$ cat src/rv_isa_pkg.sv
package rv_isa_pkg;

  // ~~~~~~~~~~~~~~~~~~~~
  // Widths
  // ~~~~~~~~~~~~~~~~~~~~
  localparam int XLEN     = 32;
  localparam int REG_AW   = 5;
  localparam int IMEM_AW  = 8;   // Instruction memory words.
  localparam int DMEM_AW  = 8;   // Data memory words.
  localparam int FUNCT3_W = 3;
  localparam int FUNCT7_W = 7;
  localparam int OPCODE_W = 7;

  // Funct codes for the supported subset.
  localparam logic [FUNCT3_W-1:0] F3_ADD_SUB = 3'b000;
  localparam logic [FUNCT3_W-1:0] F3_SLT     = 3'b010;
  localparam logic [FUNCT3_W-1:0] F3_XOR     = 3'b100;
  localparam logic [FUNCT3_W-1:0] F3_OR      = 3'b110;
  localparam logic [FUNCT3_W-1:0] F3_AND     = 3'b111;
  localparam logic [FUNCT3_W-1:0] F3_WORD    = 3'b010;  // LW and SW.
  localparam logic [FUNCT7_W-1:0] F7_SUB     = 7'b0100000;

  // ~~~~~~~~~~~~~~~~~~~~
  // Encodings
  // ~~~~~~~~~~~~~~~~~~~~
  typedef enum logic [OPCODE_W-1:0] {
    OP     = 7'b0110011,
    OP_IMM = 7'b0010011,
    LUI    = 7'b0110111,
    LOAD   = 7'b0000011,
    STORE  = 7'b0100011
  } opcode_e;

  // ADD sits at zero so an all-zero control word is a bubble.
  typedef enum logic [2:0] {
    ALU_ADD    = 3'd0,
    ALU_SUB    = 3'd1,
    ALU_AND    = 3'd2,
    ALU_OR     = 3'd3,
    ALU_XOR    = 3'd4,
    ALU_SLT    = 3'd5,
    ALU_PASS_B = 3'd6
  } alu_op_e;

  // R-type field view; the other formats are sliced from the same bits.
  typedef struct packed {
    logic [FUNCT7_W-1:0] funct7;
    logic [REG_AW-1:0]   rs2;
    logic [REG_AW-1:0]   rs1;
    logic [FUNCT3_W-1:0] funct3;
    logic [REG_AW-1:0]   rd;
    opcode_e             opcode;
  } instruction_type;

endpackage

$ cat src/pipe_pkg.sv
package pipe_pkg;

  typedef struct packed {
    logic                reg_write;
    logic                mem_read;
    logic                mem_write;
    logic                alu_src;    // Operand B from the immediate.
    logic                mem_to_reg;
    rv_isa_pkg::alu_op_e alu_op;
  } control_type;

  // ~~~~~~~~~~~~~~~~~~~~
  // Stage registers
  // ~~~~~~~~~~~~~~~~~~~~
  typedef struct packed {
    logic [rv_isa_pkg::XLEN-1:0] pc;
    rv_isa_pkg::instruction_type instruction;
  } if_id_type;

  typedef struct packed {
    control_type                   control;
    logic [rv_isa_pkg::XLEN-1:0]   data1;
    logic [rv_isa_pkg::XLEN-1:0]   data2;
    logic [rv_isa_pkg::XLEN-1:0]   imm;
    logic [rv_isa_pkg::REG_AW-1:0] rs1;
    logic [rv_isa_pkg::REG_AW-1:0] rs2;
    logic [rv_isa_pkg::REG_AW-1:0] rd;
  } id_ex_type;

  typedef struct packed {
    control_type                   control;
    logic [rv_isa_pkg::REG_AW-1:0] rd;
    logic [rv_isa_pkg::XLEN-1:0]   store_data;
    logic [rv_isa_pkg::XLEN-1:0]   alu_data;
    logic                          zero_flag;
  } ex_mem_type;

  typedef struct packed {
    control_type                   control;
    logic [rv_isa_pkg::REG_AW-1:0] rd;
    logic [rv_isa_pkg::XLEN-1:0]   mem_output;
    logic [rv_isa_pkg::XLEN-1:0]   bypass;
  } mem_wb_type;

endpackage

$ cat src/execute_stage.sv
`timescale 1ns/1ps

module execute_stage (
  input  pipe_pkg::id_ex_type  id_ex,
  output pipe_pkg::ex_mem_type ex_mem_next
);

  logic [rv_isa_pkg::XLEN-1:0] op_a;
  logic [rv_isa_pkg::XLEN-1:0] op_b;
  logic [rv_isa_pkg::XLEN-1:0] alu_result;

  assign op_a = id_ex.data1;
  assign op_b = id_ex.control.alu_src ? id_ex.imm : id_ex.data2;

  // ~~~~~~~~~~~~~~~~~~~~
  // ALU
  // ~~~~~~~~~~~~~~~~~~~~
  always_comb begin
    case (id_ex.control.alu_op)
      rv_isa_pkg::ALU_ADD:    alu_result = op_a + op_b;
      rv_isa_pkg::ALU_SUB:    alu_result = op_a - op_b;
      rv_isa_pkg::ALU_AND:    alu_result = op_a & op_b;
      rv_isa_pkg::ALU_OR:     alu_result = op_a | op_b;
      rv_isa_pkg::ALU_XOR:    alu_result = op_a ^ op_b;
      rv_isa_pkg::ALU_SLT: begin
        alu_result = '0;
        alu_result[0] = $signed(op_a) < $signed(op_b);  // Signed compare.
      end
      rv_isa_pkg::ALU_PASS_B: alu_result = op_b;  // LUI.
      default:                alu_result = '0;
    endcase
  end

  always_comb begin
    ex_mem_next.control    = id_ex.control;
    ex_mem_next.rd         = id_ex.rd;
    ex_mem_next.store_data = id_ex.data2;  // Always rs2 for SW.
    ex_mem_next.alu_data   = alu_result;
    ex_mem_next.zero_flag  = (alu_result == '0);
  end

endmodule

$ cat config.mk
export PLATFORM = sky130hd
export DESIGN_NAME = execute_stage
export DESIGN_NICKNAME = d
export VERILOG_FILES = /design/src/rv_isa_pkg.sv /design/src/pipe_pkg.sv /design/src/execute_stage.sv
export SDC_FILE = /design/constraint.sdc
export NUM_CORES = 1
export LEC_CHECK = 0
export ABC_AREA = 1
export ABC_CLOCK_PERIOD_IN_PS = 2540
export BUFFER_PORTS_ARGS = -buffer_cell sky130_fd_sc_hd__buf_4
export CORE_ASPECT_RATIO = 0.75
export CORE_MARGIN = 2
export CORE_UTILIZATION = 51
export DETAILED_ROUTE_END_ITERATION = 8
export PLACE_DENSITY = 0.86
export SLEW_MARGIN = 25
export SYNTH_ARGS = -nofsm -noshare
export SYNTH_HDL_FRONTEND = slang
export SYNTH_SLANG_ARGS = --single-unit
$ cat constraint.sdc
create_clock -name vclk -period 2.54
set_input_delay 0.127 -clock vclk [all_inputs]
set_output_delay 0.127 -clock vclk [all_outputs]
set_load 0.03 [all_outputs]
==> impl_metrics.toml, run 1 <==
[die]
start_util_pct = 52.1
io_pins = 197
die_x_um = 144
num_rows = 38
fp.dieH_um = 109

[logic_synthesis]
yosys_warnings = 0
syn_nets = 1733
syn_inst = 1503
synthDistinctLibCells = 35
synthSimpleGateAreaFrac_pct = 44.5
synth_mux_area_share_pct = 0
syn_area_mm2 = 0.00753
yosysSeqAreaShare_pct = 0
synth_top_family_by_area = "simple AND/OR/NAND/NOR gates"
synth_compound_gate_area_share_pct = 13.9
synthAdderAreaFrac_pct = 18.6
synth_area_per_cell_um2 = 5.01
synth_xor_area_share_pct = 0.116

[clocking]
cts_hold_buf = 0

[placed_design]
gp_congestion = 1.07
place.detailed.hpwl_um = 31600
io_buffer_count = 169

[outcome]
lastStage = "global routing"
firstError = "[ERROR GRT-0232] Routing congestion too high. Check the congestion heatmap in the GUI."
status = "stopped before the end"

[sta]
worst_path_end_type = "top-level output"
worst_endpoint = "ex_mem_next[0]"

[grt]
track_usage_pct = 77.8
grt_max_degree = 26
grt.overflow.total = 75
==> kinds of logic after synthesis <==
group | Yosys count
XOR/XNOR | 1
adder cells (fa/ha/maj) | 111
AND/OR/NAND/NOR | 815
buffers and inverters | 407
AO/OA/AOI/OAI | 169
==> Yosys cell counts, types with 11 or more instances <==
cell        n  share of area, %
a21oi_1    54               3.6
a221oi_1   21               2.4
buf_2      17               1.1
buf_4      45               4.5
clkbuf_1   13              0.65
ha_1      109                18
inv_1     300                15
inv_2      26               1.3
nand2_1   490                24
nand3_1   123               8.2
nor2_1    146               7.3
nor3_1     11              0.73
o21ai_0    23               1.5
o21ai_1    14              0.93
o22ai_1    29               2.4
or2_1      20               1.7
==> through the flow <==
step	cell area, um^2	hold WS [ns]	std cells	setup WS, ns
floorplan	7840	0.386	1503	-0.0756
global placement	11200	0.254	2089	-0.718
detailed placement	11200	0.254	2089	-0.871
CTS	12500	0.254	2116	-0.407
==> layer usage <==
layer	GRT overflow	GRT usage [%]
met5	1	33.2
met4	28	75.0
met3	2	66.1
met2	42	92.8
met1	2	77.8
==> repair_timing <==
action / in CTS
setup buffers: 26
gates cloned: 1
setup endpoints to repair: 29
resized for setup: 298
pin swaps: 40
hold endpoints to repair: 0
==> run 2, diff against run 1 <==
--- a/config.mk
+++ b/config.mk
@@ -6,13 +6,12 @@
 export NUM_CORES = 1
 export LEC_CHECK = 0
 export ABC_AREA = 1
-export ABC_CLOCK_PERIOD_IN_PS = 2540
+export ABC_CLOCK_PERIOD_IN_PS = 3300
 export BUFFER_PORTS_ARGS = -buffer_cell sky130_fd_sc_hd__buf_4
-export CORE_ASPECT_RATIO = 0.75
 export CORE_MARGIN = 2
-export CORE_UTILIZATION = 51
+export CORE_UTILIZATION = 40
 export DETAILED_ROUTE_END_ITERATION = 8
-export PLACE_DENSITY = 0.86
+export PLACE_DENSITY_LB_ADDON = 0.15
 export SLEW_MARGIN = 25
 export SYNTH_ARGS = -nofsm -noshare
 export SYNTH_HDL_FRONTEND = slang
==> constraint.sdc (replaced) <==
create_clock -name vclk -period 3.3
set_input_delay 0.165 -clock vclk [all_inputs]
set_output_delay 0.165 -clock vclk [all_outputs]
set_load 0.03 [all_outputs]
==> run 2 against run 1 <==
  * The run now ends clean
  * Synthesized cell count is the same
  * Synthesized area unchanged
==> impl_metrics.toml, run 2 <==
[outcome]
status = "finished, final reports clean"

[logic_synthesis]
yosysSeqAreaShare_pct = 0
synthSimpleGateAreaFrac_pct = 44.5
synth_mux_area_share_pct = 0
yosysMostFrequentCell = "nand2_1"
synthAdderAreaFrac_pct = 18.6
synth_xor_area_share_pct = 0.116
synthDistinctLibCells = 35
synth_area_per_cell_um2 = 5.01
synth_area_leaders = "nand2_1 (24%), ha_1 (18%), inv_1 (15%)"
synth_common_cells = "nand2_1 (490), inv_1 (300), nor2_1 (146)"
synth_compound_gate_area_share_pct = 13.9
syn_inst = 1503
yosysTopAreaCellShare_pct = 24.4
yosysTopAreaCell = "nand2_1"
syn_area_mm2 = 0.00753
yosys_warnings = 0
syn_nets = 1733
synth_top_family_by_area = "simple AND/OR/NAND/NOR gates"

[pwr]
p_leak_nw = 6.59
ir_drop_v = 0.000138
pwr_density_cell_mw_per_mm2 = 224

[setup_path]
endpoint_kind = "output pin"
cp_slowest_cell = "fa_2"
arrival_ns = 3.05
crit_end = "ex_mem_next[0]"
crit_path_start_kind = "primary input"
slowest_delay_ns = 0.22
crit_start = "id_ex[115]"
critical_path_class = "primary input to output pin"
worstPathRequired_ns = 3.13
crit_path_max_fanout = 9
worstPathCellList = "buf_6 -> inv_8 -> or2_1 -> o21a_1 -> ha_1 -> inv_1 -> fa_2 -> inv_1 -> nand3_1 -> nand3_4 -> buf_4 -> nand2_1 -> o21ai_1 -> nand2_1 -> nand2_1 -> nor2_2 -> nand3_2 -> nor2_1 -> nand3_2 -> nor2_4 -> nand3_2 -> nor2_4 -> buf_6"

[min_path]
hp-class = "primary input to output pin"

[layout]
regArea_um2 = 0
utilization_pct = 59.8
multiInputGateArea_mm2 = 0.00655
layout-drive-gt1-share_pct = 31.9
seq_cells = 0
area_growth_pct = 47.7
final_common_cell = "nand2_1"
clock_buffers = 0
diodes = 0
nNetsFinal = 2050
filler_cell_count = 1997
final_cell_mix = "nand2_1 (465), buf_4 (388), inv_1 (293)"

[sta]
tightestPinTransition_ns = 0.657
max_freq_mhz = 311
setup_viol = 0
drv_slew = 0
hold_violations = 0
min_period_ns = 3.21
whs_ns = 0.330
fin_setup_tns_ns = 0
fin_crit_sh_pct = 97.3
max_slew_margin_pct = 55.9

[detailed_routing]
num_vias = 10400
postRouteAntennaNets = 0
routedWlPerCell_um = 16.0
drt_iter0_drc = 858
first_pass_iters = 5
viasPerCell = 5.08
drt-total-wl_um = 32800
drcViolationCount = 0

[die]
core_area_mm2 = 0.0186
die_x_um = 141
io_pins = 197
start_util_pct = 40.5
fp.dieH_um = 141
num_rows = 50
dieArea_mm2 = 0.0199

[placed_design]
gp_congestion = 1.02
io_buffer_count = 169
place.detailed.hpwl_um = 27700

[grt]
grt_max_degree = 21
grt_pass1_wl_um = 48900
grt_pass1_vias = 9596
grt.overflow.total = 0
antenna_found_initial = 0
track_usage_pct = 31.1

[run]
maxCapViolCount = 0
==> run 2: cell counts after synthesis <==
Identical to the previous run, type by type.
==> run 2: kinds of logic (layout without fill, tap and decap cells) <==
logic type,after synthesis,in the layout
buffers and inverters,407,722
AO/OA/AOI/OAI,169,169
AND/OR/NAND/NOR,815,815
XOR/XNOR,1,1
adder cells (fa/ha/maj),111,111
==> run 2: timing repair <==
action,in CTS,in global routing
hold endpoints to repair,0,0
setup endpoints to repair,1,1
buffers inserted,1,8
gates resized for setup,45,160
pin swaps,3,36
cloned,0,1
hold buffers,0,0
==> run 2: how the worst min path moves through the flow <==
stage | slack (ns) | cells past startpoint | end | start
2_1_floorplan | 0.46 | 1 | ex_mem_next[33] | id_ex[47]
3_3_place_gp | 0.33 | 0 | ex_mem_next[75] | id_ex[116]
3_5_place_dp | 0.33 | 0 | ex_mem_next[75] | id_ex[116]
4_1_cts | 0.33 | 0 | ex_mem_next[75] | id_ex[116]
5_1_grt | 0.33 | 0 | ex_mem_next[69] | id_ex[4]
6_report | 0.33 | 0 | ex_mem_next[65] | id_ex[0]
==> run 2: area by class of cell <==
class	instances	area share, %
Multi-Input combinational cell	1096	58.9
Inverter	326	11.1
Timing Repair Buffer	396	27.4
Tap cell	234	2.63
==> run 2: routing by layer <==
layer  up-vias  GRT usage, %  share of wire [%]
met5         -             0                  0
met4         0          6.79                2.7
met3        65          5.10                8.5
met2       420          49.1                 43
met1      4716          44.3                 46
li1       5215             -                  -
==> run 2: report_power, final <==
part | total [mW] | internal, mW | switching [mW]
registers | 0 | 0 | 0
clock network | 0 | 0 | 0
logic | 2.49 | 1.03 | 1.46
==> run 2: stage by stage <==
step,area [um^2],cells,total power [mW],worst slack (ns)
final,11100,2052,2.49,0.0881
after global routing,11100,2052,2.70,-0.0569
after CTS,10400,2043,2.26,0.000637
after detailed placement,10200,2042,2.21,-0.372
after global placement,10200,2042,2.21,-0.343
after floorplan,7530,1503,1.24,0.0643
==> run 2: worst max-delay path: cells and delay by family <==
kind | cells | cell delay (ns)
AOI/OAI and AO/OA | 2 | 0.20
adders and majority gates | 2 | 0.42
buffers and inverters | 6 | 0.64
and+or+nand+nor | 13 | 1.60
(Power assumes the default switching activity.)
