### src/rv_isa_pkg.sv
package rv_isa_pkg;

  // ~~~~~~~~~~~~~~~~~~~~
  // Widths
  // ~~~~~~~~~~~~~~~~~~~~
  localparam int XLEN     = 32;
  localparam int REG_AW   = 5;
  localparam int IMEM_AW  = 8;   // Instruction memory words.
  localparam int DMEM_AW  = 8;   // Data memory words.
  localparam int FUNCT3_W = 3;
  localparam int FUNCT7_W = 7;
  localparam int OPCODE_W = 7;

  // Funct codes for the supported subset.
  localparam logic [FUNCT3_W-1:0] F3_ADD_SUB = 3'b000;
  localparam logic [FUNCT3_W-1:0] F3_SLT     = 3'b010;
  localparam logic [FUNCT3_W-1:0] F3_XOR     = 3'b100;
  localparam logic [FUNCT3_W-1:0] F3_OR      = 3'b110;
  localparam logic [FUNCT3_W-1:0] F3_AND     = 3'b111;
  localparam logic [FUNCT3_W-1:0] F3_WORD    = 3'b010;  // LW and SW.
  localparam logic [FUNCT7_W-1:0] F7_SUB     = 7'b0100000;

  // ~~~~~~~~~~~~~~~~~~~~
  // Encodings
  // ~~~~~~~~~~~~~~~~~~~~
  typedef enum logic [OPCODE_W-1:0] {
    OP     = 7'b0110011,
    OP_IMM = 7'b0010011,
    LUI    = 7'b0110111,
    LOAD   = 7'b0000011,
    STORE  = 7'b0100011
  } opcode_e;

  // ADD sits at zero so an all-zero control word is a bubble.
  typedef enum logic [2:0] {
    ALU_ADD    = 3'd0,
    ALU_SUB    = 3'd1,
    ALU_AND    = 3'd2,
    ALU_OR     = 3'd3,
    ALU_XOR    = 3'd4,
    ALU_SLT    = 3'd5,
    ALU_PASS_B = 3'd6
  } alu_op_e;

  // R-type field view; the other formats are sliced from the same bits.
  typedef struct packed {
    logic [FUNCT7_W-1:0] funct7;
    logic [REG_AW-1:0]   rs2;
    logic [REG_AW-1:0]   rs1;
    logic [FUNCT3_W-1:0] funct3;
    logic [REG_AW-1:0]   rd;
    opcode_e             opcode;
  } instruction_type;

endpackage

### src/pipe_pkg.sv
package pipe_pkg;

  typedef struct packed {
    logic                reg_write;
    logic                mem_read;
    logic                mem_write;
    logic                alu_src;    // Operand B from the immediate.
    logic                mem_to_reg;
    rv_isa_pkg::alu_op_e alu_op;
  } control_type;

  // ~~~~~~~~~~~~~~~~~~~~
  // Stage registers
  // ~~~~~~~~~~~~~~~~~~~~
  typedef struct packed {
    logic [rv_isa_pkg::XLEN-1:0] pc;
    rv_isa_pkg::instruction_type instruction;
  } if_id_type;

  typedef struct packed {
    control_type                   control;
    logic [rv_isa_pkg::XLEN-1:0]   data1;
    logic [rv_isa_pkg::XLEN-1:0]   data2;
    logic [rv_isa_pkg::XLEN-1:0]   imm;
    logic [rv_isa_pkg::REG_AW-1:0] rs1;
    logic [rv_isa_pkg::REG_AW-1:0] rs2;
    logic [rv_isa_pkg::REG_AW-1:0] rd;
  } id_ex_type;

  typedef struct packed {
    control_type                   control;
    logic [rv_isa_pkg::REG_AW-1:0] rd;
    logic [rv_isa_pkg::XLEN-1:0]   store_data;
    logic [rv_isa_pkg::XLEN-1:0]   alu_data;
    logic                          zero_flag;
  } ex_mem_type;

  typedef struct packed {
    control_type                   control;
    logic [rv_isa_pkg::REG_AW-1:0] rd;
    logic [rv_isa_pkg::XLEN-1:0]   mem_output;
    logic [rv_isa_pkg::XLEN-1:0]   bypass;
  } mem_wb_type;

endpackage

### src/decode_stage.sv
`timescale 1ns/1ps

module decode_stage (
  input  logic                               clk,
  input  logic                               rst,
  input  pipe_pkg::if_id_type                if_id,
  input  logic                               reg_write,
  input  logic [rv_isa_pkg::REG_AW-1:0]      write_id,
  input  logic [rv_isa_pkg::XLEN-1:0]        write_data,
  output pipe_pkg::id_ex_type                id_ex_next
);

  logic [rv_isa_pkg::XLEN-1:0] regs [2 ** rv_isa_pkg::REG_AW];

  // Register read with x0 tied low and same-cycle write-through.
  function automatic logic [rv_isa_pkg::XLEN-1:0] read_reg(
    input logic [rv_isa_pkg::REG_AW-1:0] idx
  );
    if (idx == '0) begin
      return '0;
    end else if (reg_write && idx == write_id) begin
      return write_data;
    end
    return regs[idx];
  endfunction

  always_ff @(posedge clk) begin
    if (rst) begin
      for (int i = 0; i < 2 ** rv_isa_pkg::REG_AW; i++) begin
        regs[i] <= '0;
      end
    end else if (reg_write && write_id != '0) begin
      regs[write_id] <= write_data;
    end
  end

  // ~~~~~~~~~~~~~~~~~~~~
  // Decoder
  // ~~~~~~~~~~~~~~~~~~~~
  always_comb begin
    rv_isa_pkg::instruction_type instr;
    pipe_pkg::control_type       ctrl;
    logic [rv_isa_pkg::XLEN-1:0] imm_i;
    logic [rv_isa_pkg::XLEN-1:0] imm_s;
    logic [rv_isa_pkg::XLEN-1:0] imm_u;

    instr = if_id.instruction;
    imm_i = {{20{instr.funct7[6]}}, instr.funct7, instr.rs2};
    imm_s = {{20{instr.funct7[6]}}, instr.funct7, instr.rd};
    imm_u = {instr.funct7, instr.rs2, instr.rs1, instr.funct3, 12'b0};

    ctrl = '0;
    id_ex_next.imm = imm_i;
    case (instr.opcode)
      rv_isa_pkg::OP: begin
        ctrl.reg_write = 1'b1;
        case (instr.funct3)
          rv_isa_pkg::F3_ADD_SUB:
            ctrl.alu_op = (instr.funct7 == rv_isa_pkg::F7_SUB) ? rv_isa_pkg::ALU_SUB
                                                              : rv_isa_pkg::ALU_ADD;
          rv_isa_pkg::F3_SLT: ctrl.alu_op = rv_isa_pkg::ALU_SLT;
          rv_isa_pkg::F3_XOR: ctrl.alu_op = rv_isa_pkg::ALU_XOR;
          rv_isa_pkg::F3_OR:  ctrl.alu_op = rv_isa_pkg::ALU_OR;
          rv_isa_pkg::F3_AND: ctrl.alu_op = rv_isa_pkg::ALU_AND;
          default:            ctrl = '0;  // Shifts are not supported.
        endcase
      end
      rv_isa_pkg::OP_IMM: begin
        if (instr.funct3 == rv_isa_pkg::F3_ADD_SUB) begin  // ADDI only.
          ctrl.reg_write = 1'b1;
          ctrl.alu_src   = 1'b1;
        end
      end
      rv_isa_pkg::LUI: begin
        ctrl.reg_write = 1'b1;
        ctrl.alu_src   = 1'b1;
        ctrl.alu_op    = rv_isa_pkg::ALU_PASS_B;
        id_ex_next.imm = imm_u;
      end
      rv_isa_pkg::LOAD: begin
        if (instr.funct3 == rv_isa_pkg::F3_WORD) begin
          ctrl.reg_write  = 1'b1;
          ctrl.mem_read   = 1'b1;
          ctrl.mem_to_reg = 1'b1;
          ctrl.alu_src    = 1'b1;
        end
      end
      rv_isa_pkg::STORE: begin
        if (instr.funct3 == rv_isa_pkg::F3_WORD) begin
          ctrl.mem_write = 1'b1;
          ctrl.alu_src   = 1'b1;
        end
        id_ex_next.imm = imm_s;
      end
      default: ctrl = '0;  // Unknown opcode is a bubble.
    endcase

    id_ex_next.control = ctrl;
    id_ex_next.data1   = read_reg(instr.rs1);
    id_ex_next.data2   = read_reg(instr.rs2);
    id_ex_next.rs1     = instr.rs1;
    id_ex_next.rs2     = instr.rs2;
    id_ex_next.rd      = instr.rd;
  end

endmodule

### config.mk
export PLATFORM = sky130hd
export DESIGN_NAME = decode_stage
export DESIGN_NICKNAME = d
export VERILOG_FILES = /design/src/rv_isa_pkg.sv /design/src/pipe_pkg.sv /design/src/decode_stage.sv
export SDC_FILE = /design/constraint.sdc
export NUM_CORES = 2
export LEC_CHECK = 0
export ABC_AREA = 1
export BUFFER_PORTS_ARGS = -buffer_cell sky130_fd_sc_hd__buf_2
export CAP_MARGIN = 20
export CELL_PAD_IN_SITES_DETAIL_PLACEMENT = 1
export CELL_PAD_IN_SITES_GLOBAL_PLACEMENT = 1
export CORE_UTILIZATION = 40
export CTS_CLUSTER_DIAMETER = 40
export CTS_CLUSTER_SIZE = 20
export DETAILED_ROUTE_END_ITERATION = 10
export PLACE_DENSITY_LB_ADDON = 0.1
export SLEW_MARGIN = 30
export SYNTH_ARGS = -nofsm -noshare
export SYNTH_HDL_FRONTEND = slang
export SYNTH_SLANG_ARGS = --single-unit
### constraint.sdc
create_clock -name clk -period 2.7 [get_ports clk]
set_input_delay 0.54 -clock clk [delete_from_list [all_inputs] [get_ports clk]]
set_output_delay 0.54 -clock clk [all_outputs]
set_load 0.02 [all_outputs]
==> results.json <==
{
  "outcome": "finished, violations left",
  "violations": "setup timing",
  "critPathLaunchType": "input port",
  "largest_reg_flops": 1024,
  "fin_nets": 8184,
  "slew_headroom_pct": 41.83,
  "power.internal_w": 0.03628,
  "yosys.area_share.simple_pct": 32.76,
  "die_area_um2": 147800,
  "grt_usage_pct": 39.36,
  "power-per-cell-area_nw_per_um2": 656.7,
  "syn_inst": 7624,
  "ys_ff_latch": 1024,
  "max_clock_freq_mhz": 355.0,
  "p_leak_nw": 33.97,
  "seqPwrFrac_pct": 36.9,
  "drtPass1Iterations": 5,
  "place.gp.congestion": 0.9108,
  "setup_viol": 63,
  "synth_top_area_cell": "edfxtp_1",
  "peakVddDrop_v": 0.0005596,
  "arrival_ps": 2280,
  "synth_compound_area_share_pct": 6.285,
  "htreeDepth": 4,
  "grt_pass1_vias": 60920,
  "synthArstFlopShare_pct": 0,
  "worst_pin_slew_ps": 872.5,
  "clkTransAtPathRegs_ps": 50,
  "drt_wl_total_um": 298400,
  "largestRegisters": "regs x1024",
  "clockBufferDepth": 3,
  "hpwl_um": 180700,
  "required_ps": 2160,
  "fp-row-count": 139,
  "rsz0062_at_grt": "yes",
  "antenna_found_initial": 13,
  "ys_seq_area_share_pct": 52.55,
  "grt_pass1_wl_um": 418900,
  "core_um2": 144400,
  "avgSynthCellArea_um2": 7.675,
  "via_per_inst": 6.022,
  "area_growth_pct": 32.92,
  "start_util_pct": 40.53,
  "finalCriticalPeriod_ps": 2817,
  "dp_slack_ps": -278.4,
  "cts_buffers": 187,
  "worst-setup-path-type": "in2out",
  "hp-class": "in2reg",
  "cts_tree": "yes",
  "vias": 61110,
  "switchingPower_w": 0.01480,
  "synth_top_area_share_pct": 52.55,
  "fp.dieW_um": 384.5,
  "synth.distinct_cells": 27,
  "cap_violations": 0,
  "fin_area_um2": 77770,
  "yosys_warnings": 0,
  "synth-xor-area-share_pct": 0.01497,
  "hold_viol": 0,
  "p_clk_share_pct": 47.1,
  "setup_tns_ps": -4220,
  "synthMuxAreaShare_pct": 0,
  "grt_max_degree": 40,
  "power.share.combinational_pct": 16.0,
  "clock_sinks": 1024,
  "io_pins": 223,
  "synthAdderAreaFrac_pct": 0,
  "ant_nets": 0,
  "p_sw_share_pct": 28.97,
  "die_y_um": 384.5,
  "synth_edf_count": 1024,
  "nFillCells": 16798,
  "ys.flop_type": "edfxtp_1",
  "portBuffers": 190,
  "dpl_cell_area_um2": 66650,
  "netlist_area_um2": 58510,
  "cts_hold_buf": 0,
  "overflow": 0,
  "drtIter0Drc": 7769,
  "synthTopCellsByArea": "edfxtp_1, nand2_1, nand3_1, nor2_1, inv_1",
  "wl_per_cell_um": 29.40,
  "slew_violations": 0,
  "synth_top_family_by_area": "simple AND/OR/NAND/NOR gates",
  "endpoint_kind": "output port",
  "regMostFlops": "regs",
  "drive_above_1_share_pct": 21.32,
  "layout_setup_ws_ps": -116.7,
  "drc": 0,
  "root_buffer": "clkbuf_16",
  "finalCritPeriodShare_pct": 104.3,
  "path_max_fanout": 9
}
==> cells by family (layout without fill, tap and decap cells) <==
| family | count (synthesis) | count (layout) |
|---|---|---|
| XOR/XNOR | 1 | 1 |
| AO/OA/AOI/OAI | 682 | 682 |
| other | 1 | 36 |
| AND/OR/NAND/NOR | 4687 | 4687 |
| flip-flops | 1024 | 1024 |
| buffers and inverters | 1229 | 1815 |
==> layout by cell type (no fill, tap or decap), types with 15 or more instances in the layout <==
cell type / n
nand2_1: 2097
nor2_1: 1261
edfxtp_1: 1024
nand3_1: 811
inv_1: 549
buf_4: 395
a21oi_1: 257
o21ai_0: 256
buf_12: 218
nand3_2: 208
clkbuf_16: 199
nand2_2: 139
buf_2: 126
o211ai_1: 98
buf_6: 93
nand3_4: 67
or2_2: 35
clkinv_2: 34
clkinv_1: 32
conb_1: 32
a21oi_2: 31
o21ai_1: 29
or2_4: 28
buf_16: 26
bufinv_16: 22
clkinvlp_4: 20
inv_6: 19
inv_2: 18
bufbuf_16: 15
==> worst max-delay path, stage by stage <==
cell     delay [ps]
buf_8           140
inv_16          110
buf_12          120
nor2_1           40
nor3_1          210
nand3_1         140
nand2_1          90
inv_2            60
buf_12          150
buf_12          140
buf_4           140
nand3_4         120
nand2_2          80
buf_6           130
==> per-layer routing <==
| metal | wire [µm] | vias up | global-route usage, % |
|---|---|---|---|
| met2 | 133900 | 3821 | 61.68 |
| li1 | - | 25786 | - |
| met1 | 113500 | 30653 | 50.54 |
| met5 | 46 | - | 0 |
| met3 | 33290 | 844 | 8.594 |
| met4 | 17640 | 6 | 21.56 |
==> power by group through the flow <==
stage               clock, W  combinational, W  sequential (W)
floorplan                  0           0.00354          0.0190
global placement           0           0.00671          0.0190
detailed placement         0           0.00684          0.0191
CTS                   0.0241           0.00780          0.0188
global route          0.0247           0.00856          0.0189
finish                0.0241           0.00819          0.0188
==> layout make-up <==
class	count	area, µm²	share of cell area (%)
antenna	4	10.01	0.01287
clock buffer	205	4832	6.213
clock inverter	145	1505	1.935
inverter	575	2240	2.880
multi-input combinational	5402	25520	32.81
sequential	1024	30750	39.54
tap	1903	2381	3.062
timing repair buffer	890	10540	13.55
==> through the flow <==
stage          power [W]  hold slack [ps]  std cells  utilization, %
6_report         0.05107            339.2      10148           53.88
5_1_grt          0.05217            347.9      10146           53.87
4_1_cts          0.05067            301.1      10123           53.24
3_5_place_dp     0.02592             1164       9696           46.17
3_3_place_gp     0.02573             1147       9696           46.17
2_1_floorplan    0.02250            779.0       7655               -
==> timing repair <==
action	CTS	global route
hold endpoints to repair	0	0
gates resized for setup	603	175
buffers inserted	57	22
cloned	23	7
setup endpoints to repair	64	64
pin swaps	198	90
==> final timing paths <==
path                      startpoint                          to  slack [ps]  cells past startpoint
worst max-delay path       if_id[21]              id_ex_next[61]        -120                     14
worst min-delay path  write_data[24]  regs[27][24]$_SDFFCE_PN0P_         340                      4
==> cells in the mapped netlist (3+ instances only) <==
library cell	number
or2_2	63
nand4_1	4
nor3_2	4
nand2_1	2242
nor2_1	1275
o21ai_0	286
buf_2	173
nor3_1	11
o22ai_1	6
clkinv_1	3
o211ai_1	98
buf_4	19
clkbuf_1	413
nand3_1	1086
edfxtp_1	1024
a21oi_1	289
inv_1	571
buf_1	48
Power figures use the tool's default switching activity.
